**config.mk**
```make
export PLATFORM = sky130hd
export DESIGN_NAME = ex_ma_reg
export DESIGN_NICKNAME = d
export VERILOG_FILES = /design/src/mem_stage_pkg.sv /design/src/ex_ma_reg.sv
export SDC_FILE = /design/constraint.sdc
export NUM_CORES = 1
export LEC_CHECK = 0
export CORE_MARGIN = 3
export CORE_UTILIZATION = 45
export DETAILED_ROUTE_END_ITERATION = 10
export DONT_BUFFER_PORTS = 1
export GPL_TIMING_DRIVEN = 0
export PLACE_DENSITY = 0.61
export SLEW_MARGIN = 20
export SYNTH_ARGS = -nofsm -noshare
export SYNTH_HDL_FRONTEND = slang
export SYNTH_SLANG_ARGS = --single-unit
```
**constraint.sdc**
```tcl
create_clock -name clk -period 0.8 [get_ports clk]
set_input_delay 0.04 -clock clk [delete_from_list [all_inputs] [get_ports clk]]
set_output_delay 0.04 -clock clk [all_outputs]
set_load 0.05 [all_outputs]
```
**src/mem_stage_pkg.sv**
```systemverilog
package mem_stage_pkg;

	// data and address word
	typedef logic [31:0] word_t;

	// register file index
	typedef logic [4:0] reg_addr_t;

	// access width, same coding as funct3 of loads and stores
	typedef logic [2:0] width_t;

	localparam width_t W_BYTE   = 3'b000;
	localparam width_t W_HALF   = 3'b001;
	localparam width_t W_WORD   = 3'b010;
	localparam width_t W_BYTE_U = 3'b100;
	localparam width_t W_HALF_U = 3'b101;

	// ram depth in words, indexed by address bits 9:2
	localparam int RAM_WORDS = 256;
	localparam int RAM_IDX_W = $clog2(RAM_WORDS);

	// cycles of ram_busy after each request
	localparam int RAM_WAIT  = 2;
	localparam int RAM_CNT_W = $clog2(RAM_WAIT + 1);

	// memory access state machine
	typedef enum logic {
		ACC_IDLE,
		ACC_WAIT
	} access_state_t;

endpackage

```
**src/ex_ma_reg.sv**
```systemverilog
`timescale 1ns/1ps

module ex_ma_reg (
	input  logic                      clk,
	input  logic                      rst,
	input  logic                      rdy,
	input  logic                      stall_req,
	input  logic                      ex_we,
	input  mem_stage_pkg::reg_addr_t  ex_waddr,
	input  mem_stage_pkg::word_t      ex_wdata,
	input  logic                      ex_mem_we,
	input  logic                      ex_mem_re,
	input  mem_stage_pkg::width_t     ex_mem_width,
	input  mem_stage_pkg::word_t      ex_mem_addr,
	input  mem_stage_pkg::word_t      ex_mem_wdata,
	output logic                      ma_we,
	output mem_stage_pkg::reg_addr_t  ma_waddr,
	output mem_stage_pkg::word_t      ma_wdata,
	output logic                      ma_mem_we,
	output logic                      ma_mem_re,
	output mem_stage_pkg::width_t     ma_mem_width,
	output mem_stage_pkg::word_t      ma_mem_addr,
	output mem_stage_pkg::word_t      ma_mem_wdata
);

	// new operation only when not frozen and not stalled
	logic capture;

	assign capture = rdy && !stall_req;

	always_ff @(posedge clk) begin
		if (rst) begin
			ma_we        <= 1'b0;
			ma_waddr     <= '0;
			ma_wdata     <= '0;
			ma_mem_we    <= 1'b0;
			ma_mem_re    <= 1'b0;
			ma_mem_width <= '0;
			ma_mem_addr  <= '0;
			ma_mem_wdata <= '0;
		end else if (capture) begin
			ma_we        <= ex_we;
			ma_waddr     <= ex_waddr;
			ma_wdata     <= ex_wdata;
			ma_mem_we    <= ex_mem_we;
			ma_mem_re    <= ex_mem_re;
			ma_mem_width <= ex_mem_width;
			ma_mem_addr  <= ex_mem_addr;
			ma_mem_wdata <= ex_mem_wdata;
		end
	end

	// execute never hands over a load and a store at once
	a_no_ld_st: assert property (@(posedge clk) disable iff (rst)
		capture |-> !(ex_mem_we && ex_mem_re));

endmodule

```
; Word level (Yosys, flattened, before mapping)
; Index checks and enable logic that the tools add are counted.
[totals]
regBits = 107
[op_classes]
reduce_logical = 2
[ops]
columns = cell, count
row1 = logical AND 1 bit, 1
row2 = zero test 1 bit, 1

; Logic depth before layout (Yosys ltp)
[logic_depth]
word_depth = 2
depth_mapped = 6
depth_no_buf = 2

; Worst setup path before layout
; No wires, ideal clock.
[synth_timing]
kind = reg-to-reg
start = reg ma_waddr[0] (netlist name)
end = reg ma_waddr[0]
slack_ps = -101
required_ps = 733
path_stages_with_launch = 3
t_arrival_ps = 833
cell_sequence = dfxtp_1 > nand2b_1 > o21ai_2
[synth_rtl]
columns = element, line
row1 = "end signal, assigned", ex_ma_reg.sv:43  ; ma_waddr <= ex_waddr;
row2 = "end, declared", ex_ma_reg.sv:17  ; output mem_stage_pkg::reg_addr_t ma_waddr,

; Worst setup path after layout
[layout_timing]
start = reg ma_wdata[30]
end = out ma_wdata[30]
[layout_rtl]
columns = element, line
row1 = "start, declared", ex_ma_reg.sv:18  ; output mem_stage_pkg::word_t ma_wdata,
row2 = "start signal, assigned", ex_ma_reg.sv:44  ; ma_wdata <= ex_wdata;
; No word-level cell between the ends.

==> qor.yml <==
outcome:
  violations: "negative setup slack"
  status: "finished with violations"
clock_network:
  cts.sinks: 107
  cts_tree: "built"
  h-tree-depth: 3
  post_cts_buffers: 0
  cts_buffer_depth: 2
  clockRootBuffer: "clkbuf_8"
  numCtsBuffers: 9
  clkTransAtPathRegs_ps: 100
  insertion_delay_ps: 370
power_and_ir_drop:
  leakage_nw: 2.28
  power_density_mw_per_mm2: 1700
  finalPower_mw: 11.7
  vdd_drop_max_mv: 1.07
final_layout:
  stdcell_count: 747
  nNetsFinal: 717
  diodes: 0
  fillers: 840
  areaGrowthSynthToFinish_pct: 37.5
  final_layout_size_suffix_gt1_frac: 0.286
die:
  row_count: 37
  die_h_microns: 111
  die-area_sq_mm: 0.0124
  initial_core_util: 0.474
  die_w_microns: 111
  core_area_sq_mm: 0.0106
  ioPinCount: 218
yosys:
  ys.warnings.count: 0
  synth_top_area_cell: "dfxtp_1"
  synth-edff-count: 0
  synth_flop_cell: "dfxtp_1"
  netlist_instances: 488
  syn_avg_cell_area_sq_um: 10.3
  syn-num-nets: 599
  synthDominantCellAreaShare: 0.428
  ys_types: 15
  synthTopCellsByArea: "dfxtp_1, nand4bb_1, nand2b_1"
  seq_area_frac_synth: 0.428
  synth_common_cells: "dfxtp_1, nand2b_1, nand4bb_1"
  synth-seq-cells: 107
  mappedNetlistArea_sq_mm: 0.00501
  async_flop_share: 0
drt:
  drtPass1Iterations: 4
  drt-total-wl_microns: 14700
  num_vias: 4149
  drtAntennaViolNets: 0
  drc: 0
  routed_via_density: 5.55
  wl_per_cell_microns: 19.7
  first_iter_violations: 209
timing:
  worst_slew_pin_slew_ps: 474
  rsz0062_at_grt: "yes"
  slew_viol_final: 0
  setup_viol: 107
  skew_ps: 0
  hold_ws_ps: 115
  hold_viol: 0
  min_period_over_period: 1.10
  period_minus_slack_ps: 884
  finalSetupTns_ps: -7310
  finalWorstSetupSlack_ps: -83.8
  fmax_mhz: 1130
  maxSlewHeadroom: 0.684
worst_setup_path:
  r2r_cells: 2
  arrival_ps: 840
  worst-path-stages: 0
  cp_max_fo: 2
  crit_required_ps: 760
  startpoint_type: "flop"
  critPathCaptureType: "output pin"
  path_class: "flop to output pin"
grt:
  grt_usage: 0.235
  grt_max_degree: 17
  grt_pass1_wl_microns: 23800
  grt_pass1_vias: 4384
  antenna_found_initial: 0
  grt_overflow: 0
place:
  io_buffers: 0
  hpwlAfterDp_microns: 9530
  gp_congestion: 0.781
  placed_cells: 624
min_path:
  hold_class: "input port to flop"
  hold_depth: 4
flow_run:
  max_cap_viol_count: 0
cell families (layout without fill, tap and decap cells):
family,Yosys count,after routing,share of synthesized area
AOI/OAI and AO/OA,107,107,0.129
buffers and inverters,59,182,0.0655
DFF,107,107,0.428
and+or+nand+nor,215,215,0.377
final timing paths:
kind | start | end | slack (ps)
hold reg to reg | ma_mem_addr[24]$_SDFFE_PP0P_ | ma_mem_addr[24]$_SDFFE_PP0P_ | 580
setup reg to reg | ma_wdata[21]$_SDFFE_PP0P_ | ma_wdata[21]$_SDFFE_PP0P_ | 30
hold / removal | rdy | ma_mem_re$_SDFFE_PP0P_ | 110
setup / recovery | ma_wdata[30]$_SDFFE_PP0P_ | ma_wdata[30] | -80
placed cells by master, fill, tap and decap left out, drive strengths merged:
cell type / n
dlygate4sd3: 107
clkbuf: 57
clkinv: 2
clkinvlp: 1
nand4bb: 107
o21ai: 107
nor2b: 1
bufinv: 2
dfxtp: 107
buf: 13
nand2b: 107
metal layers:
| layer | up-vias | GRT usage | part of all wire |
|---|---|---|---|
| li1 | 1983 | - | - |
| met1 | 1976 | 0.277 | 0.40 |
| met2 | 162 | 0.391 | 0.49 |
| met3 | 28 | 0.0810 | 0.085 |
| met4 | 0 | 0.0965 | 0.028 |
| met5 | - | 0 | 0 |
timing repair:
item	CTS	global route
endpoints found under the setup margin	194	134
gates resized for setup	107	27
endpoints found under the hold margin	107	0
hold buffers	107	0
power by group:
group	internal [mW]	total, mW	switching [mW]
Clock	1.76	3.57	1.82
Sequential	5.44	6.55	1.12
Combinational	0.881	1.54	0.659
state kept, by name, indices dropped and copies added, names as in the netlist:
name          flops
ma_mem_addr      32
ma_mem_we         1
ma_mem_re         1
ma_mem_width      3
ma_we             1
ma_waddr          5
ma_mem_wdata     32
ma_wdata         32
cell type report:
cell class / instances / area, sq um / share of cell area
multi-input cells: 322 / 2550 / 0.371
clock inverters: 5 / 77.6 / 0.0113
clock buffers: 11 / 131 / 0.0191
plain buffers: 59 / 337 / 0.0489
flip-flops and latches: 107 / 2540 / 0.370
repair buffers: 107 / 1070 / 0.156
well taps: 136 / 170 / 0.0247
through the flow:
| step | cell area, sq um | utilization | setup slack [ps] |
|---|---|---|---|
| floorplan | 5150 | - | -30.0 |
| global placement | 5320 | 0.504 | -231 |
| detailed placement | 5320 | 0.504 | -245 |
| CTS | 6870 | 0.651 | -115 |
| global route | 6880 | 0.652 | -120 |
| finish | 6880 | 0.652 | -83.8 |
Power figures use the tool's default switching activity.
