===== src/mem_stage_pkg.sv =====
package mem_stage_pkg;

	// data and address word
	typedef logic [31:0] word_t;

	// register file index
	typedef logic [4:0] reg_addr_t;

	// access width, same coding as funct3 of loads and stores
	typedef logic [2:0] width_t;

	localparam width_t W_BYTE   = 3'b000;
	localparam width_t W_HALF   = 3'b001;
	localparam width_t W_WORD   = 3'b010;
	localparam width_t W_BYTE_U = 3'b100;
	localparam width_t W_HALF_U = 3'b101;

	// ram depth in words, indexed by address bits 9:2
	localparam int RAM_WORDS = 256;
	localparam int RAM_IDX_W = $clog2(RAM_WORDS);

	// cycles of ram_busy after each request
	localparam int RAM_WAIT  = 2;
	localparam int RAM_CNT_W = $clog2(RAM_WAIT + 1);

	// memory access state machine
	typedef enum logic {
		ACC_IDLE,
		ACC_WAIT
	} access_state_t;

endpackage


===== src/ma_wb_reg.sv =====
`timescale 1ns/1ps

module ma_wb_reg (
	input  logic                      clk,
	input  logic                      rst,
	input  logic                      rdy,
	input  logic                      wb_we_next,
	input  mem_stage_pkg::reg_addr_t  wb_waddr_next,
	input  mem_stage_pkg::word_t      wb_wdata_next,
	output logic                      wb_we,
	output mem_stage_pkg::reg_addr_t  wb_waddr,
	output mem_stage_pkg::word_t      wb_wdata
);

	// x0 is hardwired zero, drop the write here
	logic we_keep;

	assign we_keep = wb_we_next && (wb_waddr_next != '0);

	// advances on every rdy edge, stall handling is upstream
	always_ff @(posedge clk) begin
		if (rst) begin
			wb_we    <= 1'b0;
			wb_waddr <= '0;
			wb_wdata <= '0;
		end else if (rdy) begin
			wb_we    <= we_keep;
			wb_waddr <= wb_waddr_next;
			wb_wdata <= wb_wdata_next;
		end
	end

endmodule


===== config.mk =====
export PLATFORM = sky130hd
export DESIGN_NAME = ma_wb_reg
export DESIGN_NICKNAME = d
export VERILOG_FILES = /design/src/mem_stage_pkg.sv /design/src/ma_wb_reg.sv
export SDC_FILE = /design/constraint.sdc
export NUM_CORES = 1
export LEC_CHECK = 0
export BUFFER_PORTS_ARGS = -buffer_cell sky130_fd_sc_hd__buf_2
export CORE_MARGIN = 2
export CORE_UTILIZATION = 30
export DETAILED_ROUTE_END_ITERATION = 7
export GPL_ROUTABILITY_DRIVEN = 0
export HOLD_SLACK_MARGIN = 0.06
export SKIP_CTS_REPAIR_TIMING = 1
export SLEW_MARGIN = 0
export SYNTH_ARGS = -nofsm -noshare
export SYNTH_HDL_FRONTEND = slang
export SYNTH_SLANG_ARGS = --single-unit
export TNS_END_PERCENT = 30

===== constraint.sdc =====
create_clock -name clk -period 1.3 [get_ports clk]
set_input_delay 0.26 -clock clk [delete_from_list [all_inputs] [get_ports clk]]
set_output_delay 0.26 -clock clk [all_outputs]
set_load 0.05 [all_outputs]

# Word-level counts from Yosys, hierarchy flattened

Index checks and enable logic that the tools add are counted.

Bits in registers: 38
Input bits: 41
Output and inout bits: 38
Logic and storage cells: 5

Reductions and logical operators: 2

Operator list:

| cell               | number |
|---|---|
| 5-bit nonzero test | 1 |
| 1-bit logical AND  | 1 |

# Longest topological paths before layout

Gate-level depths: netlist of run 1.

Word-level depth: 2
Depth in mapped cells: 5
Depth with buffers taken out: 3

# Worst setup path before layout of run 1

Ideal clock, no wire load.

Path type: in2reg
From: input wb_waddr_next[2]
To: register wb_we
Library setup time: 119 ps
Arrival time: 988 ps
Data required time: 1181 ps
Slack: 192 ps
Cell stages on the path: 3
Buffers on the path: 0
Path through: or4_1 -> o211ai_2 -> a21oi_1

Cells in the longest elaborated chain, start to end: 2

RTL lines:

| item                 | line            | source |
|---|---|---|
| start, declared      | ma_wb_reg.sv:8  | `input mem_stage_pkg::reg_addr_t wb_waddr_next,` |
| 5-bit nonzero test   | ma_wb_reg.sv:18 | `assign we_keep = wb_we_next && (wb_waddr_next != '0);` |
| 1-bit logical AND    | ma_wb_reg.sv:18 |  |
| end signal, assigned | ma_wb_reg.sv:27 | `wb_we <= we_keep;` |
| end, declared        | ma_wb_reg.sv:10 | `output logic wb_we,` |

Every way passes these cells.
A chain may end at the register's enable or synchronous reset.

# Worst setup path after layout of run 1

From: register wb_wdata[6]
To: output wb_wdata[6]

RTL lines:

| item                   | line            | source |
|---|---|---|
| start, declared        | ma_wb_reg.sv:12 | `output mem_stage_pkg::word_t wb_wdata` |
| start signal, assigned | ma_wb_reg.sv:29 | `wb_wdata <= wb_wdata_next;` |

No word-level cell between the ends.

==> summary.txt, run 1 <==
Vias per inst -> 4.32
CTS tree -> done
CTS Sinks -> 38
CORE AREA -> 4350 um2
Min cycle time layout -> 1.14 ns
DRT Wirelength -> 2690 um
Final period util -> 87.9%
TNS Setup -> 0 ns
Post-synthesis cell area -> 1350 um2
R2r setup slk -> 0.70 ns
WP data required -> 1.04 ns
Final core occ -> 43.8%
Clk slew on worst S/H paths -> 0.07 ns
CP delay by family, top -> flip-flops
Worst EP arrival -> 0.88 ns
Crit path capture type -> primary output
Global Route Usage Sum -> 10.9%
Worst skew pair latency -> 0.27 ns
Synthesized Nets -> 166
R2r worst-path depth -> 2
Post-Syn Instances -> 125
Hold WC Path Type -> in2reg
Final setup vio count -> 0
CTS HTree Levels -> 2
Routed len/inst -> 10.5 um
Layout cells sized above 1 -> 43.4%
RSZ-0062 raised after global routing -> false
Register Area -> 761 um2
CP Max Fanout -> 2
DRC Markers -> 0
Initial Util -> 31.0%
Yosys warns -> 0
Least-Margin Pin Slew -> 0.257 ns
Routed Antenna Nets -> 0
Root Buffer -> clkbuf_8
First-pass GRT wire length -> 4260 um
CP max-delay cell -> dfxtp_1
RR Startpoint -> wb_wdata[13]
Syn avg cell area -> 10.8 um2
DR vias -> 1110
Number of buffers added on ports -> 78
Leakage Power -> 1.03 nW
Startpoint class of the critical path -> register
Seq/Total Area, Yosys -> 56.3%
CP peak stage delay -> 0.34 ns
Clk_skew -> 0 ns
Final hold vios -> 0
RR Endpoint -> wb_wdata[13]
Ports -> 79
Synthesis-stage register bit count -> 38
Die H -> 71.1 um
Largest net degree at the start of global routing -> 39
Worst hold stages -> 3
CTS Buf Count -> 5
Outcome -> completed
Setup ws final -> 0.157 ns
P per Cell Area -> 1370 nW/um2
Die area -> 5060 um2
Die width -> 71.1 um
Gr ovfl total -> 0
Area growth syn-to-layout -> 41.2%
Pins over their slew limit -> 0
Type of the worst setup path -> reg2out
Number of global-route vias before repair -> 966
HPWL after detailed placement -> 1940 um
FMAX -> 875 MHz
Peak VDD IR -> 753 uV
# fillers -> 429
Pre-antenna DRT Iters -> 3
Hold endpoint -> wb_wdata[14]
Crit path cell chain -> buf_2
Hold_sp -> wb_wdata_next[14]
WP buf/inv -> 1
1st-iter DRT viols -> 29
Hold Slack -> 0.216 ns
Rel. slew slack -> 83.0%
ANT cells -> 0
# rows -> 24
Synth unique cells -> 12
Area of the multi-input gates -> 541 um2
Nets -> 245
Initial antenna violation count -> 0
Post-Place Setup Slack -> 0.0571 ns
Max Cap Viol -> 0
Clock Tree Buf Depth -> 2
[sequential cells by signal, indices dropped and copies added (netlist names)]
| signal | count |
|---|---|
| wb_we | 1 |
| wb_waddr | 5 |
| wb_wdata | 32 |
[layer usage]
layer | GRT usage (%) | vias up | share of wire [%] | wire, um
li1 | - | 568 | - | -
met1 | 14.2 | 484 | 49 | 1310
met2 | 15.5 | 56 | 41 | 1110
met3 | 5.70 | 2 | 9.6 | 258
met4 | 3.77 | 0 | 0.52 | 14
met5 | 0 | - | 0 | 0
[how the worst max path moves through the flow]
stage	slack, ns	start	depth (start not counted)	endpoint
final	0.16	wb_wdata[6]	1	wb_wdata[6]
after global routing	0.09	wb_wdata[6]	1	wb_wdata[6]
after CTS	0.13	wb_wdata[11]	1	wb_wdata[11]
after detailed placement	0.06	wb_waddr_next[2]	4	wb_we
after global placement	0.06	wb_waddr_next[2]	4	wb_we
after floorplan	0.19	wb_waddr_next[2]	3	wb_we
[cells in the final DEF, fill, tap and decap left out, drive strengths merged]
master / instances
nor2: 37
or4: 1
o211ai: 1
mux2i: 37
dfxtp: 38
a21oi: 1
buf: 81
nand2b: 1
clkbuf: 7
clkinv: 1
[power by group]
group | switching (mW) | total (mW) | internal [mW]
logic | 0.369 | 0.543 | 0.175
registers | 0.0312 | 1.27 | 1.23
clock network | 0.373 | 0.800 | 0.427
[kinds of logic after synthesis]
group / count (synthesis) / synth area share [%]
AO/OA/AOI/OAI: 2 / 1.30
AND/OR/NAND/NOR: 39 / 11.3
multiplexers: 37 / 27.4
buffers and inverters: 9 / 3.70
flip-flops: 38 / 56.3
[final cells by class]
cell class | count | share of cell area, %
Clock buffer | 7 | 4.52
Clock inverter | 1 | 0.262
Multi-Input combinational cell | 78 | 28.3
Sequential cell | 38 | 39.9
Tap cell | 52 | 3.41
Timing Repair Buffer | 81 | 23.6
[through the flow]
step	area, um2	total power [mW]	cells
2_1_floorplan	1350	1.68	125
3_3_place_gp	1820	1.84	249
3_5_place_dp	1820	1.84	249
4_1_cts	1910	2.66	257
5_1_grt	1910	2.76	257
6_report	1910	2.61	257
[Yosys cell counts]
| library cell | instances | area share [%] |
|---|---|---|
| a21oi_1 | 1 | 0.37 |
| buf_1 | 2 | 0.56 |
| buf_2 | 4 | 1.5 |
| buf_4 | 1 | 0.56 |
| buf_6 | 1 | 0.83 |
| clkbuf_1 | 1 | 0.28 |
| dfxtp_1 | 38 | 56 |
| mux2i_1 | 37 | 27 |
| nand2b_1 | 1 | 0.46 |
| nor2_1 | 37 | 10 |
| o211ai_2 | 1 | 0.93 |
| or4_1 | 1 | 0.56 |
(Power assumes the default switching activity.)
==> inputs of run 2 (changes only) <==
--- a/config.mk
+++ b/config.mk
@@ -8,9 +8,11 @@
 export BUFFER_PORTS_ARGS = -buffer_cell sky130_fd_sc_hd__buf_2
 export CORE_MARGIN = 2
 export CORE_UTILIZATION = 30
+export CTS_BUF_LIST = sky130_fd_sc_hd__clkbuf_8
 export DETAILED_ROUTE_END_ITERATION = 7
 export GPL_ROUTABILITY_DRIVEN = 0
 export HOLD_SLACK_MARGIN = 0.06
+export SETUP_SLACK_MARGIN = 0.2
 export SKIP_CTS_REPAIR_TIMING = 1
 export SLEW_MARGIN = 0
 export SYNTH_ARGS = -nofsm -noshare
==> summary.txt, run 2 (synthesized netlist as in run 1, its figures left out) <==
Outcome -> completed
WP buf/inv -> 1
Post-Place Setup Slack -> 0.0720 ns
# rows -> 24
DRC Markers -> 0
Net Sw Power -> 0.810 mW
Comb power frac -> 19.1%
Nets -> 245
Initial Util -> 31.0%
Hold Slack -> 0.207 ns
Layout cells sized above 1 -> 47.8%
Number of buffers added on ports -> 78
CP peak stage delay -> 0.33 ns
Crit path capture type -> primary output
P per Cell Area -> 1470 nW/um2
Ports -> 79
First-pass GRT wire length -> 4510 um
CTS tree -> done
Vias per inst -> 4.33
Largest net degree at the start of global routing -> 28
DR vias -> 1112
Most frequent cells in the layout -> buf_2, mux2i_1, nor2_1, dfxtp_1, buf_4
Hold WC Path Type -> in2reg
Min cycle time layout -> 1.10 ns
Final setup vio count -> 0
WP data required -> 1.04 ns
Initial antenna violation count -> 0
HPWL after detailed placement -> 2040 um
Area growth syn-to-layout -> 54.8%
Number of global-route vias before repair -> 1047
Clk slew on worst S/H paths -> 0.08 ns
CORE AREA -> 4350 um2
CTS Buf Count -> 5
ANT cells -> 0
Routed Antenna Nets -> 0
Root Buffer -> clkbuf_8
Sequential Power Share -> 41.2%
Die H -> 71.1 um
Max Cap Viol -> 0
Final period util -> 84.4%
Pre-antenna DRT Iters -> 3
Sw frac -> 26.2%
Worst hold stages -> 3
1st-iter DRT viols -> 20
Least-Margin Pin Slew -> 0.305 ns
Part of the power in the clock network -> 39.7%
Most common cell after layout, fill and taps aside -> buf_2
Peak VDD IR -> 590 uV
CTS Sinks -> 38
Crit path cell chain -> clkbuf_4
Rel. slew slack -> 79.7%
Clock Tree Buf Depth -> 2
Die area -> 5060 um2
CP Max Fanout -> 2
Routed len/inst -> 10.9 um
CTS HTree Levels -> 2
DRT Wirelength -> 2810 um
CP max-delay cell -> dfxtp_1
Final hold vios -> 0
Internal power -> 2.28 mW
CP delay by family, top -> flip-flops
Die width -> 71.1 um
Startpoint class of the critical path -> register
RSZ-0062 raised after global routing -> true
Biggest regs -> wb_wdata: 32 flops, wb_waddr: 5 flops, wb_we: 1 flops
R2r worst-path depth -> 2
Worst EP arrival -> 0.84 ns
TNS Setup -> 0 ns
Clk_skew -> 0 ns
Biggest register -> wb_wdata
Setup ws final -> 0.203 ns
Gr ovfl total -> 0
CP Depth -> 1
Pins over their slew limit -> 0
Type of the worst setup path -> reg2out
Global Route Usage Sum -> 11.2%
FMAX -> 911 MHz
Worst skew pair latency -> 0.28 ns
Leakage Power -> 1.07 nW
Number of flip-flops in the largest register -> 32
-- run 2: per-stage QoR --
| stage | power, mW | util [%] | std cells | instance area, um2 |
|---|---|---|---|---|
| floorplan | 1.68 | - | 125 | 1360 |
| global route | 3.22 | 48.0 | 257 | 2090 |
| detailed placement | 1.83 | 41.5 | 249 | 1810 |
| finish | 3.09 | 48.0 | 257 | 2090 |
| CTS | 3.09 | 44.8 | 257 | 1950 |
| global placement | 1.83 | 41.5 | 249 | 1810 |
-- run 2: worst register-to-register path, cell delays in order, from the launching register on --
cell and delay, ns:
dfxtp_2 0.33, mux2i_1 0.13, nor2_1 0.06
-- run 2: final timing paths --
| check | startpoint | to | slack (ns) |
|---|---|---|---|
| min reg2reg | wb_we | wb_we | 0.47 |
| min | wb_wdata_next[27] | wb_wdata[27] | 0.21 |
| max reg2reg | wb_wdata[21] | wb_wdata[21] | 0.68 |
| max | wb_wdata[9] | wb_wdata[9] | 0.20 |
-- run 2: power by group through the flow --
stage	Combinational, mW	Clock [mW]	Sequential, mW
final	0.590	1.22	1.27
after global routing	0.628	1.31	1.28
after CTS	0.547	1.28	1.26
after detailed placement	0.546	0	1.29
after global placement	0.543	0	1.29
after floorplan	0.145	0	1.53
-- run 2: layout make-up --
type | instances | area [um2]
clock buffer | 6 | 82.6
fill | 400 | 2260
timing repair buffer | 81 | 571
clock inverter | 2 | 60.1
sequential | 38 | 769
multi-input combinational | 78 | 544
tap | 52 | 65.1
-- run 2: metal layers --
layer | GRT usage [%] | vias to the layer above | wire length, um
met5 | 0 | - | 0
met4 | 5.66 | 0 | 63
met3 | 2.85 | 5 | 208
met2 | 19.0 | 44 | 1340
met1 | 13.0 | 492 | 1200
li1 | - | 571 | -
