### config.mk
export PLATFORM = sky130hd
export DESIGN_NAME = mem_access
export DESIGN_NICKNAME = d
export VERILOG_FILES = /design/src/mem_stage_pkg.sv /design/src/mem_access.sv
export SDC_FILE = /design/constraint.sdc
export NUM_CORES = 1
export LEC_CHECK = 0
export BUFFER_PORTS_ARGS = -buffer_cell sky130_fd_sc_hd__buf_2
export CAP_MARGIN = 30
export CORE_AREA = 2 2 97 99
export DETAILED_ROUTE_END_ITERATION = 8
export DIE_AREA = 0 0 99 101
export RECOVER_POWER = 25
export SYNTH_ARGS = -nofsm -noshare
export SYNTH_HDL_FRONTEND = slang
export SYNTH_SLANG_ARGS = --single-unit
### constraint.sdc
create_clock -name clk -period 1.6 [get_ports clk]
set_input_delay 0.16 -clock clk [delete_from_list [all_inputs] [get_ports clk]]
set_output_delay 0.16 -clock clk [all_outputs]
set_load 0.05 [all_outputs]
### src/mem_stage_pkg.sv
package mem_stage_pkg;

	// data and address word
	typedef logic [31:0] word_t;

	// register file index
	typedef logic [4:0] reg_addr_t;

	// access width, same coding as funct3 of loads and stores
	typedef logic [2:0] width_t;

	localparam width_t W_BYTE   = 3'b000;
	localparam width_t W_HALF   = 3'b001;
	localparam width_t W_WORD   = 3'b010;
	localparam width_t W_BYTE_U = 3'b100;
	localparam width_t W_HALF_U = 3'b101;

	// ram depth in words, indexed by address bits 9:2
	localparam int RAM_WORDS = 256;
	localparam int RAM_IDX_W = $clog2(RAM_WORDS);

	// cycles of ram_busy after each request
	localparam int RAM_WAIT  = 2;
	localparam int RAM_CNT_W = $clog2(RAM_WAIT + 1);

	// memory access state machine
	typedef enum logic {
		ACC_IDLE,
		ACC_WAIT
	} access_state_t;

endpackage

### src/mem_access.sv
`timescale 1ns/1ps

module mem_access (
	input  logic                      clk,
	input  logic                      rst,
	input  logic                      rdy,
	input  logic                      ma_we,
	input  mem_stage_pkg::reg_addr_t  ma_waddr,
	input  mem_stage_pkg::word_t      ma_wdata,
	input  logic                      ma_mem_we,
	input  logic                      ma_mem_re,
	input  mem_stage_pkg::width_t     ma_mem_width,
	input  mem_stage_pkg::word_t      ma_mem_addr,
	input  mem_stage_pkg::word_t      ma_mem_wdata,
	input  mem_stage_pkg::word_t      ram_rdata,
	input  logic                      ram_busy,
	output logic                      ram_req,
	output logic                      ram_we,
	output mem_stage_pkg::width_t     ram_width,
	output mem_stage_pkg::word_t      ram_addr,
	output mem_stage_pkg::word_t      ram_wdata,
	output logic                      stall_req,
	output logic                      wb_we_next,
	output mem_stage_pkg::reg_addr_t  wb_waddr_next,
	output mem_stage_pkg::word_t      wb_wdata_next
);

	mem_stage_pkg::access_state_t state;
	logic                         mem_op;
	logic                         done;
	logic [7:0]                   ld_byte;
	logic [15:0]                  ld_half;
	mem_stage_pkg::word_t         ld_ext;

	assign mem_op = ma_mem_we || ma_mem_re;
	// busy has fallen after our request, data is on ram_rdata now
	assign done   = (state == mem_stage_pkg::ACC_WAIT) && !ram_busy;

	// one request per operation, only from idle
	assign ram_req   = mem_op && (state == mem_stage_pkg::ACC_IDLE);
	assign ram_we    = ma_mem_we;
	assign ram_width = ma_mem_width;
	assign ram_addr  = ma_mem_addr;
	assign ram_wdata = ma_mem_wdata;

	// hold the pipe from request until completion
	assign stall_req = mem_op && !done;

	always_ff @(posedge clk) begin
		if (rst) begin
			state <= mem_stage_pkg::ACC_IDLE;
		end else if (rdy) begin
			case (state)
				mem_stage_pkg::ACC_IDLE: begin
					if (mem_op) begin
						state <= mem_stage_pkg::ACC_WAIT;
					end
				end
				mem_stage_pkg::ACC_WAIT: begin
					if (!ram_busy) begin
						state <= mem_stage_pkg::ACC_IDLE;
					end
				end
				default: state <= mem_stage_pkg::ACC_IDLE;
			endcase
		end
	end

	// pick the addressed lane out of the read word
	always_comb begin
		case (ma_mem_addr[1:0])
			2'd0:    ld_byte = ram_rdata[7:0];
			2'd1:    ld_byte = ram_rdata[15:8];
			2'd2:    ld_byte = ram_rdata[23:16];
			default: ld_byte = ram_rdata[31:24];
		endcase
		ld_half = ma_mem_addr[1] ? ram_rdata[31:16] : ram_rdata[15:0];
		case (ma_mem_width)
			mem_stage_pkg::W_BYTE:   ld_ext = {{24{ld_byte[7]}}, ld_byte};
			mem_stage_pkg::W_BYTE_U: ld_ext = {24'h0, ld_byte};
			mem_stage_pkg::W_HALF:   ld_ext = {{16{ld_half[15]}}, ld_half};
			mem_stage_pkg::W_HALF_U: ld_ext = {16'h0, ld_half};
			default:                 ld_ext = ram_rdata;
		endcase
	end

	// no writeback until the access has finished
	assign wb_we_next    = ma_we && !stall_req;
	assign wb_waddr_next = ma_waddr;
	assign wb_wdata_next = (ma_mem_re && done) ? ld_ext : ma_wdata;

	// pending access keeps its operation parked in ex/ma until done
	a_wait_op_held: assert property (@(posedge clk) disable iff (rst)
		(state == mem_stage_pkg::ACC_WAIT) |-> mem_op);

	// aligned accesses only
	a_half_align: assert property (@(posedge clk) disable iff (rst)
		ram_req && (ram_width == mem_stage_pkg::W_HALF ||
			ram_width == mem_stage_pkg::W_HALF_U) |-> !ram_addr[0]);
	a_word_align: assert property (@(posedge clk) disable iff (rst)
		ram_req && (ram_width == mem_stage_pkg::W_WORD) |-> ram_addr[1:0] == 2'b00);

endmodule

== Word-level counts from Yosys, hierarchy flattened ==
Cells that the tools add are included.

* Add/subtract/negate cells: 0
* Multipliers: 0
* Divide/modulo/power cells: 0
* $lt $le $gt $ge: 0
* Equality and inequality tests: 5
* Shift operators: 0
* Muxes and demuxes: 7
* Bitwise gates (word level): 1
* Reductions and logical operators: 11

{| class="wikitable"
|+ Operator list
! operator !! number
|-
| 32-bit case mux with 4 select lines || 1
|-
| 32-bit two-way mux || 1
|-
| 8-bit case mux with 3 select lines || 1
|-
| 16-bit two-way mux || 1
|-
| 3-bit == test, second input constant || 2
|-
| 1-bit logical AND || 5
|-
| 3-bit by 1-bit == test with 1-bit output, second input constant || 1
|-
| 1-bit zero test || 3
|-
| 3-bit zero test || 1
|-
| 2-bit by 1-bit == test with 1-bit output, second input constant || 1
|-
| 2-bit == test, second input constant || 1
|-
| 2-bit zero test || 1
|-
| 1-bit two-way mux || 2
|-
| 1-bit case mux with 2 select lines || 1
|-
| 1-bit logical OR || 1
|-
| 1-bit inverter || 1
|}

* Bits in registers: 1
* Bits in latches: 0
* Memory bits (writable): 0
* Memory bits (read-only): 0
* Input port bits: 143
* Word-level logic and storage cells: 25
* Memories: 0

== Longest topological paths before layout ==
Gate-level depths: netlist (run 1).

* Word-level depth: 6
* Depth in mapped cells: 6
* Depth with buffers taken out: 4

== Least setup slack after synthesis (run 1) ==
No wires, ideal clock.

* Kind: reg-to-output
* Start point: register state
* End point: output port wb_wdata_next[2]
* Data arrival time: 2.037 ns
* Data required time: 1.440 ns
* Path slack: -0.597 ns
* Cell stages (with the launch flop): 6
* Path buffers: 2
* Cells stage by stage: dfxtp_1 -> and3b_1 -> buf_2 -> buf_2 -> o21ai_0 -> o21ai_0

* Word-level cells in the longest chain between the ends: 3

{| class="wikitable"
|+ Ends and longest elaborated chain
! what !! RTL line !! source
|-
| from (decl) || mem_access.sv:28 || <nowiki>mem_stage_pkg::access_state_t state;</nowiki>
|-
| from (signal assigned) || mem_access.sv:51 || <nowiki>state <= mem_stage_pkg::ACC_IDLE;</nowiki>
|-
| from (signal assigned) || mem_access.sv:56 || <nowiki>state <= mem_stage_pkg::ACC_WAIT;</nowiki>
|-
| from (signal assigned) || mem_access.sv:61 || <nowiki>state <= mem_stage_pkg::ACC_IDLE;</nowiki>
|-
| 1-bit logical AND || mem_access.sv:37 || <nowiki>assign done = (state == mem_stage_pkg::ACC_WAIT) && !ram_busy;</nowiki>
|-
| 1-bit logical AND || mem_access.sv:90 || <nowiki>assign wb_wdata_next = (ma_mem_re && done) ? ld_ext : ma_wdata;</nowiki>
|-
| 32-bit two-way mux || mem_access.sv:90 ||
|-
| to (decl) || mem_access.sv:25 || <nowiki>output mem_stage_pkg::word_t wb_wdata_next</nowiki>
|}

Every way passes these cells.

== Worst setup path after layout (run 1) ==
* Start point: input port ma_mem_addr[0]
* End point: output port wb_wdata_next[6]

* Word-level cells in the longest chain between the ends: 4
* Elaborated cells between the ends (all ways): 6
* Classes of those cells: eq/ne (2); mux (3); reduce/logical (1)

{| class="wikitable"
|+ Ends and longest elaborated chain
! what !! RTL line !! source
|-
| from (decl) || mem_access.sv:13 || <nowiki>input mem_stage_pkg::word_t ma_mem_addr,</nowiki>
|-
| 2-bit == test (tied with other cells) || mem_access.sv:71 || <nowiki>case (ma_mem_addr[1:0])</nowiki>
|-
| 8-bit case mux with 3 select lines * || mem_access.sv:71 ||
|-
| 32-bit case mux with 4 select lines * || mem_access.sv:78 || <nowiki>case (ma_mem_width)</nowiki>
|-
| 32-bit two-way mux * || mem_access.sv:90 ||
|}

Every way passes the cells marked *; elsewhere a longest branch is shown, timed or not.

==> metrics.txt, run 1 <==
residual overflow from global routing 0; post-place instance area 0.00192 mm^2; flip-flop count of the largest register, all copies and words added 1; final-report setup violation count 0; cell accounting for the most synthesized area sky130_fd_sc_hd__buf_4; syn avg cell area 6.38 um^2; type of element capturing the critical path primary output; via density per instance 4.46; vias after detailed routing 1837; leakage power figure 0.00104 uW; Cell Count Post-Placement 409; CP most frequent cell sky130_fd_sc_hd__buf_4; core area 0.00898 mm^2; slew at the pin with the worst max-slew slack 0.433 ns; detailed-placement wirelength estimate 5330 um; net switching power 497 uW; Critical-path top delay cell sky130_fd_sc_hd__or3_4; top flop regs state: 1 flops; internal power consumption 307 uW; fraction of post-synthesis cell area in the top cell type by area 34.8%; Routability Congestion 0.815; capturing instance or port of the critical path wb_wdata_next[6]; delay of the slowest cell on the worst path 0.37 ns; Ant. Diodes 0; post-synthesis instance area 0.00158 mm^2; count of flip-flops with a built-in enable after synthesis 0; IR Drop Worst-Case VDD 235 uV; instance count on the critical path 7; crit path launch ma_mem_addr[0]; power density of the placed cells 388 mW/mm^2; vertical extent of the die 101 um; Routed WL per cell 15.3 um; Max Freq 645 MHz; initial core utilization 17.5%; length in cells of the worst reg-to-reg path 3; Reg-to-Reg Start state; post-route setup TNS 0 ns; number of cells on the worst hold path 2; share of total power consumed by net switching 61.8%; count of maximum capacitance violations 0; area growth from synthesis to final layout 31.5%; flop-to-flop setup slack 0.87 ns; CTS hold repair buffers 0; IO Count 251; min cycle time layout 1.55 ns; Clk pin slew, worst setup/hold paths 0 ns; top cells by area in the synthesized netlist sky130_fd_sc_hd__buf_4 35%, sky130_fd_sc_hd__nand3_1 11%, sky130_fd_sc_hd__a21oi_1 7.3%; post-detailed-route count of antenna-violating nets 0; worst r2r dst state; initial antenna violation count 0; Max Clock Skew 0 ns; die width 99 um; first-pass GRT wire length 9560 um; All-Layer GR Usage 11.9%; Min Hold Slack 0.317 ns; pin count of the biggest net entering global routing 37; cell chain of the critical path clkbuf_4 > nor2b_1 > buf_4 > or3_4 > o22ai_2 > o31ai_2 > buf_4; initial DRC count 55; die area 0.0100 mm^2; fraction of power consumed by the clock network 0%; share of the yosys chip area belonging to registers 1.27%; result of the run finished clean; final period utilization 96.9%; Startpoint Class primary input; headroom to the max-slew limit 71.2%; part of the power in combinational logic 96.3%; path class of the lowest-slack min-delay path in -> reg; Core Rows 35; cell family with most CP delay simple AND/OR/NAND/NOR gates; net count of the finished layout 446; data required time of the critical path 1.44 ns; synthesized instance count 247; highest fanout seen on the critical path 7; vias in the first global route 1835; yosys synthesis warning count 0; non-filler cells in the finished layout 412; flip-flop cell with the highest count after synthesis sky130_fd_sc_hd__dfxtp_1; Design Area, Final 0.00207 mm^2; Slew Viols, Final 0; final hold violation count 0; post-synthesis async set-or-reset flop share 0%; Yosys cell types 30; later-pin clock latency in the skew report 0 ns; Worst Path Arrival 1.39 ns; drt pass-1 iters 5; fraction of final layout cells sized beyond drive strength 1 59.1%; register share of total power 3.7%; number of buffers inserted by port buffering 116; register bit total from synthesis 1; overall power 804 uW; synthesized net count 390; Buffers & Inverters on Critical Path 3; largest register by flop count state; routed wire length 6310 um; total DRC errors in the routed layout 0; start-to-end type of the worst setup path in -> out
-- synth_stat cells, drive strengths merged (2+ instances only) --
cell type and count:
buf 84, a21oi 25, nor2b 4, nand2 25, nand3b 8, mux2 8, o21ai 14, a21o 2
inv 4, nand3 34, mux2i 4, clkbuf 5, o22ai 3, nor2 11, o31ai 3, nand2b 4
-- metal layers --
layer  global-route usage (%)  wire length (um)  vias to the layer above
met3                     1.60               492                       30
met4                     3.27               159                        0
met5                        0                 0                        -
met1                     13.5              2390                      840
met2                     23.1              3270                       85
li1                         -                 -                      882
-- cell families after synthesis --
kind of cell	Yosys count	share of synthesized area, %
flip-flops	1	1.27
AND/OR/NAND/NOR	90	28.1
AO/OA/AOI/OAI	51	19.9
buffers and inverters	93	42.0
multiplexers	12	8.74
-- how the worst min path moves through the flow --
stage                         to             from
floorplan                  state              rst
global placement           state              rst
detailed placement  ram_addr[17]  ma_mem_addr[17]
CTS                 ram_addr[17]  ma_mem_addr[17]
global route        ram_addr[11]  ma_mem_addr[11]
finish                     state              rst
-- layout make-up --
type | instances | area (um^2)
Timing Repair Buffer | 143 | 885
Fill cell | 1015 | 6910
Tap cell | 111 | 139
Sequential cell | 1 | 20.0
Multi-Input combinational cell | 153 | 1010
Inverter | 4 | 18.8
-- repair_timing --
| item | in CTS | in global routing |
|---|---|---|
| pin swaps | 1 | 3 |
| buffers inserted | 0 | 3 |
| setup endpoints to repair | 31 | 21 |
| resized for setup | 19 | 21 |
-- power groups by stage --
| stage | combinational, uW | clock [uW] | sequential, uW |
|---|---|---|---|
| 6_report | 774 | 0 | 29.9 |
| 3_3_place_gp | 727 | 0 | 29.8 |
| 2_1_floorplan | 934 | 0 | 29.2 |
| 3_5_place_dp | 733 | 0 | 29.9 |
| 5_1_grt | 829 | 0 | 30.2 |
| 4_1_cts | 757 | 0 | 29.9 |
-- placed cells by master, fill, tap and decap left out, drive strengths merged --
cell type    n
buf        139
nand2b       4
a21oi       25
mux2i        4
a211o        1
o21ai       14
nor2b        4
nand3       34
o22ai        3
nor3         1
nor2        11
nor3b        1
clkinvlp     1
dfxtp        1
inv          3
or3          1
a311oi       1
and3b        1
a222oi       1
nand3b       8
nand2       25
mux2         8
clkbuf       4
o31ai        3
o2111ai      1
a21o         2
-- through the flow --
step | utilization, % | setup slack, ns
finish | 23.1 | 0.0492
global route | 23.1 | -0.0133
CTS | 22.1 | 0.00363
detailed placement | 21.4 | -0.135
global placement | 21.4 | -0.104
floorplan | - | -0.223
Note: power is estimated with default switching activity, not from simulation.
==> run 2, diff against run 1 <==
--- a/config.mk
+++ b/config.mk
@@ -5,11 +5,12 @@
 export SDC_FILE = /design/constraint.sdc
 export NUM_CORES = 1
 export LEC_CHECK = 0
+export ABC_AREA = 1
 export BUFFER_PORTS_ARGS = -buffer_cell sky130_fd_sc_hd__buf_2
 export CAP_MARGIN = 30
-export CORE_AREA = 2 2 97 99
+export CORE_AREA = 2 2 98 100
 export DETAILED_ROUTE_END_ITERATION = 8
-export DIE_AREA = 0 0 99 101
+export DIE_AREA = 0 0 100 102
 export RECOVER_POWER = 25
 export SYNTH_ARGS = -nofsm -noshare
 export SYNTH_HDL_FRONTEND = slang
==> metrics.txt, run 2 <==
vertical extent of the die 102 um (+0.99%); share of total power consumed by net switching 62.2% (+0.35 points); overall power 839 uW (+4.3%); fraction of post-synthesis cell area in the top cell type by area 32.1% (-2.7 points); Core Rows 35 (unchanged); Startpoint Class primary input; cell family with most CP delay buffers and inverters; synthesized net count 457 (+17%); crit path launch ma_mem_addr[1]; non-filler cells in the finished layout 477 (+16%); Cell Count Post-Placement 477 (+17%); residual overflow from global routing 0 (unchanged); result of the run finished clean; commonest cells in the synthesized netlist 76 x sky130_fd_sc_hd__nand2_1, 74 x sky130_fd_sc_hd__buf_4, 41 x sky130_fd_sc_hd__a21oi_1, 29 x sky130_fd_sc_hd__inv_1, 17 x sky130_fd_sc_hd__or2_2; multi-input logic area 0.00100 mm^2 (-0.50%); yosys synthesis warning count 0 (unchanged); drt pass-1 iters 4 (-1); leading cell type in the layout, fill and taps excluded sky130_fd_sc_hd__buf_2; cell with the most instances after synthesis sky130_fd_sc_hd__nand2_1; total DRC errors in the routed layout 0 (unchanged); post-route setup TNS 0 ns (unchanged); detailed-placement wirelength estimate 5570 um (+4.6%); highest fanout seen on the critical path 16 (+9); later-pin clock latency in the skew report 0 ns (unchanged); most used cells in the layout excluding fill and tap cells 88 x sky130_fd_sc_hd__buf_2, 75 x sky130_fd_sc_hd__nand2_1, 34 x sky130_fd_sc_hd__a21oi_1; IR Drop Worst-Case VDD 151 uV (-36%); capturing instance or port of the critical path wb_wdata_next[21]; number of cells on the worst hold path 0 (-2); post-synthesis instance area 0.00173 mm^2 (+9.8%); start-to-end type of the worst setup path in -> out; delay of the slowest cell on the worst path 0.24 ns (-0.13 ns); syn avg cell area 5.51 um^2 (-14%); setup repair after global routing missed its margin true; filler cell count 1059 (+4.3%); final hold violation count 0 (unchanged); Buffers & Inverters on Critical Path 3 (unchanged); Routability Congestion 0.810 (-0.60%); routed wire length 6490 um (+2.9%); Max Clock Skew 0 ns (unchanged); top flop regs state: 1 flops; register bit total from synthesis 1 (unchanged); post-place instance area 0.00206 mm^2 (+7.6%); initial DRC count 61 (+11%); area taken by flip-flops and latches 20.0 um^2 (unchanged); cell chain of the critical path buf_2 > buf_4 > o21ai_4 > nand2_2 > nand3_2 > nand2_8 > a21oi_2 > clkbuf_4; share of the yosys chip area belonging to registers 1.16% (-0.11 points); count of maximum capacitance violations 0 (unchanged); vias after detailed routing 2074 (+13%); slew at the pin with the worst max-slew slack 0.338 ns (-0.0943 ns); largest register by flop count state; Ant. Diodes 0 (unchanged); via density per instance 4.35 (-2.5%); flip-flop count of the largest register, all copies and words added 1 (unchanged); register share of total power 3.5% (-0.2 points); instance count on the critical path 8 (+1); part of the power in combinational logic 96.5% (+0.2 points); initial core utilization 19.0% (+1.5 points); count of flip-flops with a built-in enable after synthesis 0 (unchanged); first-pass GRT wire length 9510 um (-0.58%); headroom to the max-slew limit 77.4% (+6.2 points); area growth from synthesis to final layout 25.8%; Design Area, Final 0.00218 mm^2 (+5.1%); leakage power figure 0.00127 uW (+22%); Worst Path Arrival 1.37 ns (-0.02 ns); final-report setup violation count 0 (unchanged); top cells by area in the synthesized netlist sky130_fd_sc_hd__buf_4 32%, sky130_fd_sc_hd__nand2_1 16%, sky130_fd_sc_hd__a21oi_1 12%; die width 100 um (+1.0%); Max Freq 652 MHz (+1.1%); length in cells of the worst reg-to-reg path 4 (+1); cell accounting for the most synthesized area sky130_fd_sc_hd__buf_4; All-Layer GR Usage 11.6% (-0.28 points); type of element capturing the critical path primary output; initial antenna violation count 1 (+1); fraction of power consumed by the clock network 0% (unchanged); post-detailed-route count of antenna-violating nets 0 (unchanged); core area 0.00911 mm^2 (+1.5%); post-synthesis async set-or-reset flop share 0% (unchanged); worst r2r dst state; net count of the finished layout 511 (+15%); flop-to-flop setup slack 0.78 ns (-0.09 ns); data required time of the critical path 1.44 ns (about the same); HP Start ma_mem_addr[16]; Slew Viols, Final 0 (unchanged); IO Count 251 (unchanged); net switching power 522 uW (+4.9%); final period utilization 95.8% (-1.1 points); min cycle time layout 1.53 ns (-0.0173 ns); Yosys cell types 23 (-23%); power density of the placed cells 386 mW/mm^2 (-0.75%); flip-flop cell with the highest count after synthesis sky130_fd_sc_hd__dfxtp_1; synthesized instance count 314 (+27%); fraction of final layout cells sized beyond drive strength 1 50.8% (-8.3 points); path class of the lowest-slack min-delay path in -> out; number of buffers inserted by port buffering 116 (unchanged); internal power consumption 318 uW (+3.4%); CTS hold repair buffers 0 (unchanged); core utilization of the finished layout 23.9% (+0.83 points); Reg-to-Reg Start state; pin count of the biggest net entering global routing 24 (-35%); die area 0.0102 mm^2 (+2.0%); vias in the first global route 1993 (+8.6%); Critical-path top delay cell sky130_fd_sc_hd__clkbuf_4; Routed WL per cell 13.6 um (-11%)
[run 2: routing by layer]
| metal | wire (um) | share of wire, % | track usage [%] | vias up |
|---|---|---|---|---|
| met5 | 11 | 0.17 | 0 | - |
| met4 | 153 | 2.4 | 3.69 | 2 |
| met3 | 493 | 7.6 | 2.05 | 30 |
| met2 | 3220 | 50 | 21.5 | 112 |
| met1 | 2610 | 40 | 13.6 | 909 |
| li1 | - | - | - | 1021 |
[run 2: layout make-up]
class | count | share of cell area [%]
Inverter | 32 | 5.52
Tap cell | 111 | 6.38
Timing Repair Buffer | 140 | 41.1
Sequential cell | 1 | 0.920
Multi-Input combinational cell | 193 | 46.1
[run 2: power by group through the flow]
stage / Combinational [uW] / Clock, uW / Sequential [uW]
floorplan: 960 / 0 / 29.8
global placement: 764 / 0 / 28.9
detailed placement: 771 / 0 / 29.1
CTS: 775 / 0 / 29.1
global route: 873 / 0 / 29.1
finish: 810 / 0 / 29.0
[run 2: what timing repair did]
| item | 4_1_cts | 5_1_grt |
|---|---|---|
| setup endpoints to repair | 3 | 28 |
| resized for setup | 2 | 48 |
| setup buffers | 0 | 0 |
[run 2: worst register-to-register path: cells and delay by family (launching register included)]
family,cells,cell delay [ns]
flops,1,0.30
buf+inv,1,0.14
compound gates,1,0.11
simple gates,2,0.20
[run 2: metrics by stage]
| step | hold slack (ns) | worst slack (ns) |
|---|---|---|
| after floorplan | 0.229 | 0.0776 |
| after global placement | 0.320 | -0.0200 |
| after detailed placement | 0.320 | -0.0411 |
| after CTS | 0.320 | 0.00162 |
| after global routing | 0.320 | -0.0320 |
| final | 0.320 | 0.0664 |
[run 2: how the worst min path moves through the flow]
| stage | slack (ns) | end |
|---|---|---|
| 6_report | 0.32 | ram_addr[16] |
| 2_1_floorplan | 0.23 | state |
| 3_5_place_dp | 0.32 | ram_addr[15] |
| 3_3_place_gp | 0.32 | ram_addr[15] |
| 4_1_cts | 0.32 | ram_addr[15] |
| 5_1_grt | 0.32 | ram_addr[30] |
[run 2: kinds of logic after synthesis]
group	Yosys count	synth area share, %
flip-flops	1	1.16
buffers and inverters	120	43.7
AND/OR/NAND/NOR	120	30.6
AO/OA/AOI/OAI	73	24.6
==> run 3, diff against run 2 <==
--- a/config.mk
+++ b/config.mk
@@ -5,12 +5,12 @@
 export SDC_FILE = /design/constraint.sdc
 export NUM_CORES = 1
 export LEC_CHECK = 0
-export ABC_AREA = 1
+export ABC_AREA = 0
 export BUFFER_PORTS_ARGS = -buffer_cell sky130_fd_sc_hd__buf_2
 export CAP_MARGIN = 30
-export CORE_AREA = 2 2 98 100
+export CORE_AREA = 2 2 97 99
 export DETAILED_ROUTE_END_ITERATION = 8
-export DIE_AREA = 0 0 100 102
+export DIE_AREA = 0 0 99 101
 export RECOVER_POWER = 25
 export SYNTH_ARGS = -nofsm -noshare
 export SYNTH_HDL_FRONTEND = slang
==> constraint.sdc (replaced) <==
create_clock -name clk -period 1.6 [get_ports clk]
set_input_delay 0.4 -clock clk [delete_from_list [all_inputs] [get_ports clk]]
set_output_delay 0.4 -clock clk [all_outputs]
set_load 0.05 [all_outputs]
==> metrics.txt, run 3 (synthesis gave the netlist of run 1 again) <==
vias after detailed routing 2033 (-2.0%); net switching power 604 uW (+16%); worst r2r dst state; die width 99 um (-1.0%); total DRC errors in the routed layout 0 (unchanged); length in cells of the worst reg-to-reg path 4 (unchanged); Reg-to-Reg Start state; min cycle time layout 1.98 ns (+0.450 ns); setup ws final -0.383 ns (-0.450 ns); leakage power figure 0.00146 uW (+16%); highest fanout seen on the critical path 8 (-8); data required time of the critical path 1.20 ns (-0.24 ns); Routability Congestion 0.812 (+0.30%); initial core utilization 17.5% (-1.5 points); net count of the finished layout 482 (-5.7%); Design Area, Final 0.00314 mm^2 (+44%); core area 0.00898 mm^2 (-1.4%); result of the run complete, but fails checks; via density per instance 4.54 (+4.4%); routed wire length 7460 um (+15%); initial antenna violation count 0 (-1); Startpoint Class primary input; GRT met1 Usage 15.7% (+2.1 points); most used cells in the layout excluding fill and tap cells 78 x sky130_fd_sc_hd__buf_2, 47 x sky130_fd_sc_hd__buf_4, 29 x sky130_fd_sc_hd__buf_6; path class of the lowest-slack min-delay path in -> reg; setup repair after global routing missed its margin true; flop-to-flop setup slack 0.73 ns (-0.05 ns); post-detailed-route count of antenna-violating nets 0 (unchanged); later-pin clock latency in the skew report 0 ns (unchanged); Max Freq 504 MHz (-23%); drt pass-1 iters 4 (unchanged); met2 Usage GRT 24.4% (+2.9 points); internal power consumption 505 uW (+59%); violated checks setup timing; All-Layer GR Usage 13.4% (+1.8 points); power density of the placed cells 354 mW/mm^2 (-8.3%); post-route setup TNS -10.61 ns (-10.61 ns); pin count of the biggest net entering global routing 32 (+33%); detailed-placement wirelength estimate 5790 um (+3.8%); most utilized layer in the global route result met2; CTS hold repair buffers 0 (unchanged); global routing met3 resource utilization 2.43% (+0.38 points); flip-flop count of the largest register, all copies and words added 1 (unchanged); IO Count 251 (unchanged); fraction of power consumed by the clock network 0% (unchanged); leading cell type in the layout, fill and taps excluded sky130_fd_sc_hd__buf_2; Slew Viols, Final 0 (unchanged); Ant. Diodes 0 (unchanged); number of buffers inserted by port buffering 116 (unchanged); number of cells on the worst hold path 2 (+2); Core Rows 35 (unchanged); Worst Hold Endpoint state; largest register by flop count state; post-place instance area 0.00243 mm^2 (+18%); initial DRC count 42 (-31%); register share of total power 2.6% (-0.9 points); Max Clock Skew 0 ns (unchanged); die area 0.0100 mm^2 (-2.0%); first-pass GRT wire length 10700 um (+12%); Clk pin slew, worst setup/hold paths 0 ns; residual overflow from global routing 0 (unchanged); vertical extent of the die 101 um (-0.98%); part of the power in combinational logic 97.4% (+0.9 points); vias in the first global route 2078 (+4.3%); type of element capturing the critical path primary output; fraction of final layout cells sized beyond drive strength 1 75.4% (+25 points); share of total power consumed by net switching 54.5% (-7.7 points); start-to-end type of the worst setup path in -> out; Routed WL per cell 16.6 um (+22%); top flop regs state: 1 flops; count of maximum capacitance violations 0 (unchanged); final hold violation count 0 (unchanged); final period utilization 124% (+28 points); area growth from synthesis to final layout 99.2%; headroom to the max-slew limit 72.6% (-4.8 points); slew at the pin with the worst max-slew slack 0.411 ns (+0.0725 ns); Worst Path Arrival 1.58 ns (+0.21 ns); final-report setup violation count 32 (+32); HP Start rst; IR Drop Worst-Case VDD 201 uV (+34%)
## run 3: cell count changes in the layout (fill, tap and decap cells not counted), moves of 15 or more
cell / delta
sky130_fd_sc_hd__nand2_1: -51
sky130_fd_sc_hd__a21oi_1: -28
sky130_fd_sc_hd__inv_1: -25
sky130_fd_sc_hd__buf_6: +22
sky130_fd_sc_hd__buf_4: +21
sky130_fd_sc_hd__or2_2: -17
sky130_fd_sc_hd__buf_8: +16
sky130_fd_sc_hd__clkbuf_4: -16
sky130_fd_sc_hd__nand3_4: +15
## run 3: layer usage
metal  wire, um  up-vias
li1           -      962
met1       2760      933
met2       3870      104
met3        554       34
met4        277        0
met5          0        -
## run 3: critical path, cell delays in order
cell and delay [ns]:
sky130_fd_sc_hd__buf_12 0.11, sky130_fd_sc_hd__buf_8 0.12, sky130_fd_sc_hd__mux2_4 0.29, sky130_fd_sc_hd__a222oi_1 0.39
sky130_fd_sc_hd__o21ai_2 0.10, sky130_fd_sc_hd__buf_6 0.16
## run 3: repair_timing
item	4_1_cts	5_1_grt
setup endpoints to repair	32	32
gates resized for setup	133	33
buffers inserted	9	1
pin swaps	20	6
## run 3: worst max-delay path by stage
stage | start | endpoint | slack [ns] | depth (start not counted)
floorplan | ma_mem_addr[1] | wb_wdata_next[10] | -0.34 | 6
global placement | ma_mem_addr[1] | wb_wdata_next[1] | -0.65 | 6
detailed placement | ma_mem_addr[1] | wb_wdata_next[1] | -0.66 | 6
CTS | ma_mem_addr[1] | wb_wdata_next[1] | -0.45 | 6
global route | ma_mem_addr[1] | wb_wdata_next[1] | -0.42 | 6
finish | ma_mem_addr[1] | wb_wdata_next[1] | -0.38 | 6
## run 3: layout make-up
cell class                 count  area (um^2)
fill                         927         5840
sequential                     1         20.0
timing repair buffer         179         1490
tap                          111          139
inverter                       4         15.0
multi-input combinational    153         1470
## run 3: metrics by stage
step           setup slack [ns]  util, %  power [uW]  std cells  hold slack, ns
2_1_floorplan            -0.335        -        1040        247           0.469
3_3_place_gp             -0.648     27.1         881        441           0.560
3_5_place_dp             -0.656     27.1         891        441           0.561
4_1_cts                  -0.455     33.1        1060        449           0.561
5_1_grt                  -0.424     35.0        1170        448           0.579
6_report                 -0.383     35.0        1110        448           0.557
## run 3: power by group through the flow
stage	registers (uW)	clock network (uW)	logic, uW
2_1_floorplan	29.6	0	1010
3_3_place_gp	28.4	0	853
3_5_place_dp	28.6	0	862
4_1_cts	28.6	0	1030
5_1_grt	29.1	0	1140
6_report	28.5	0	1080
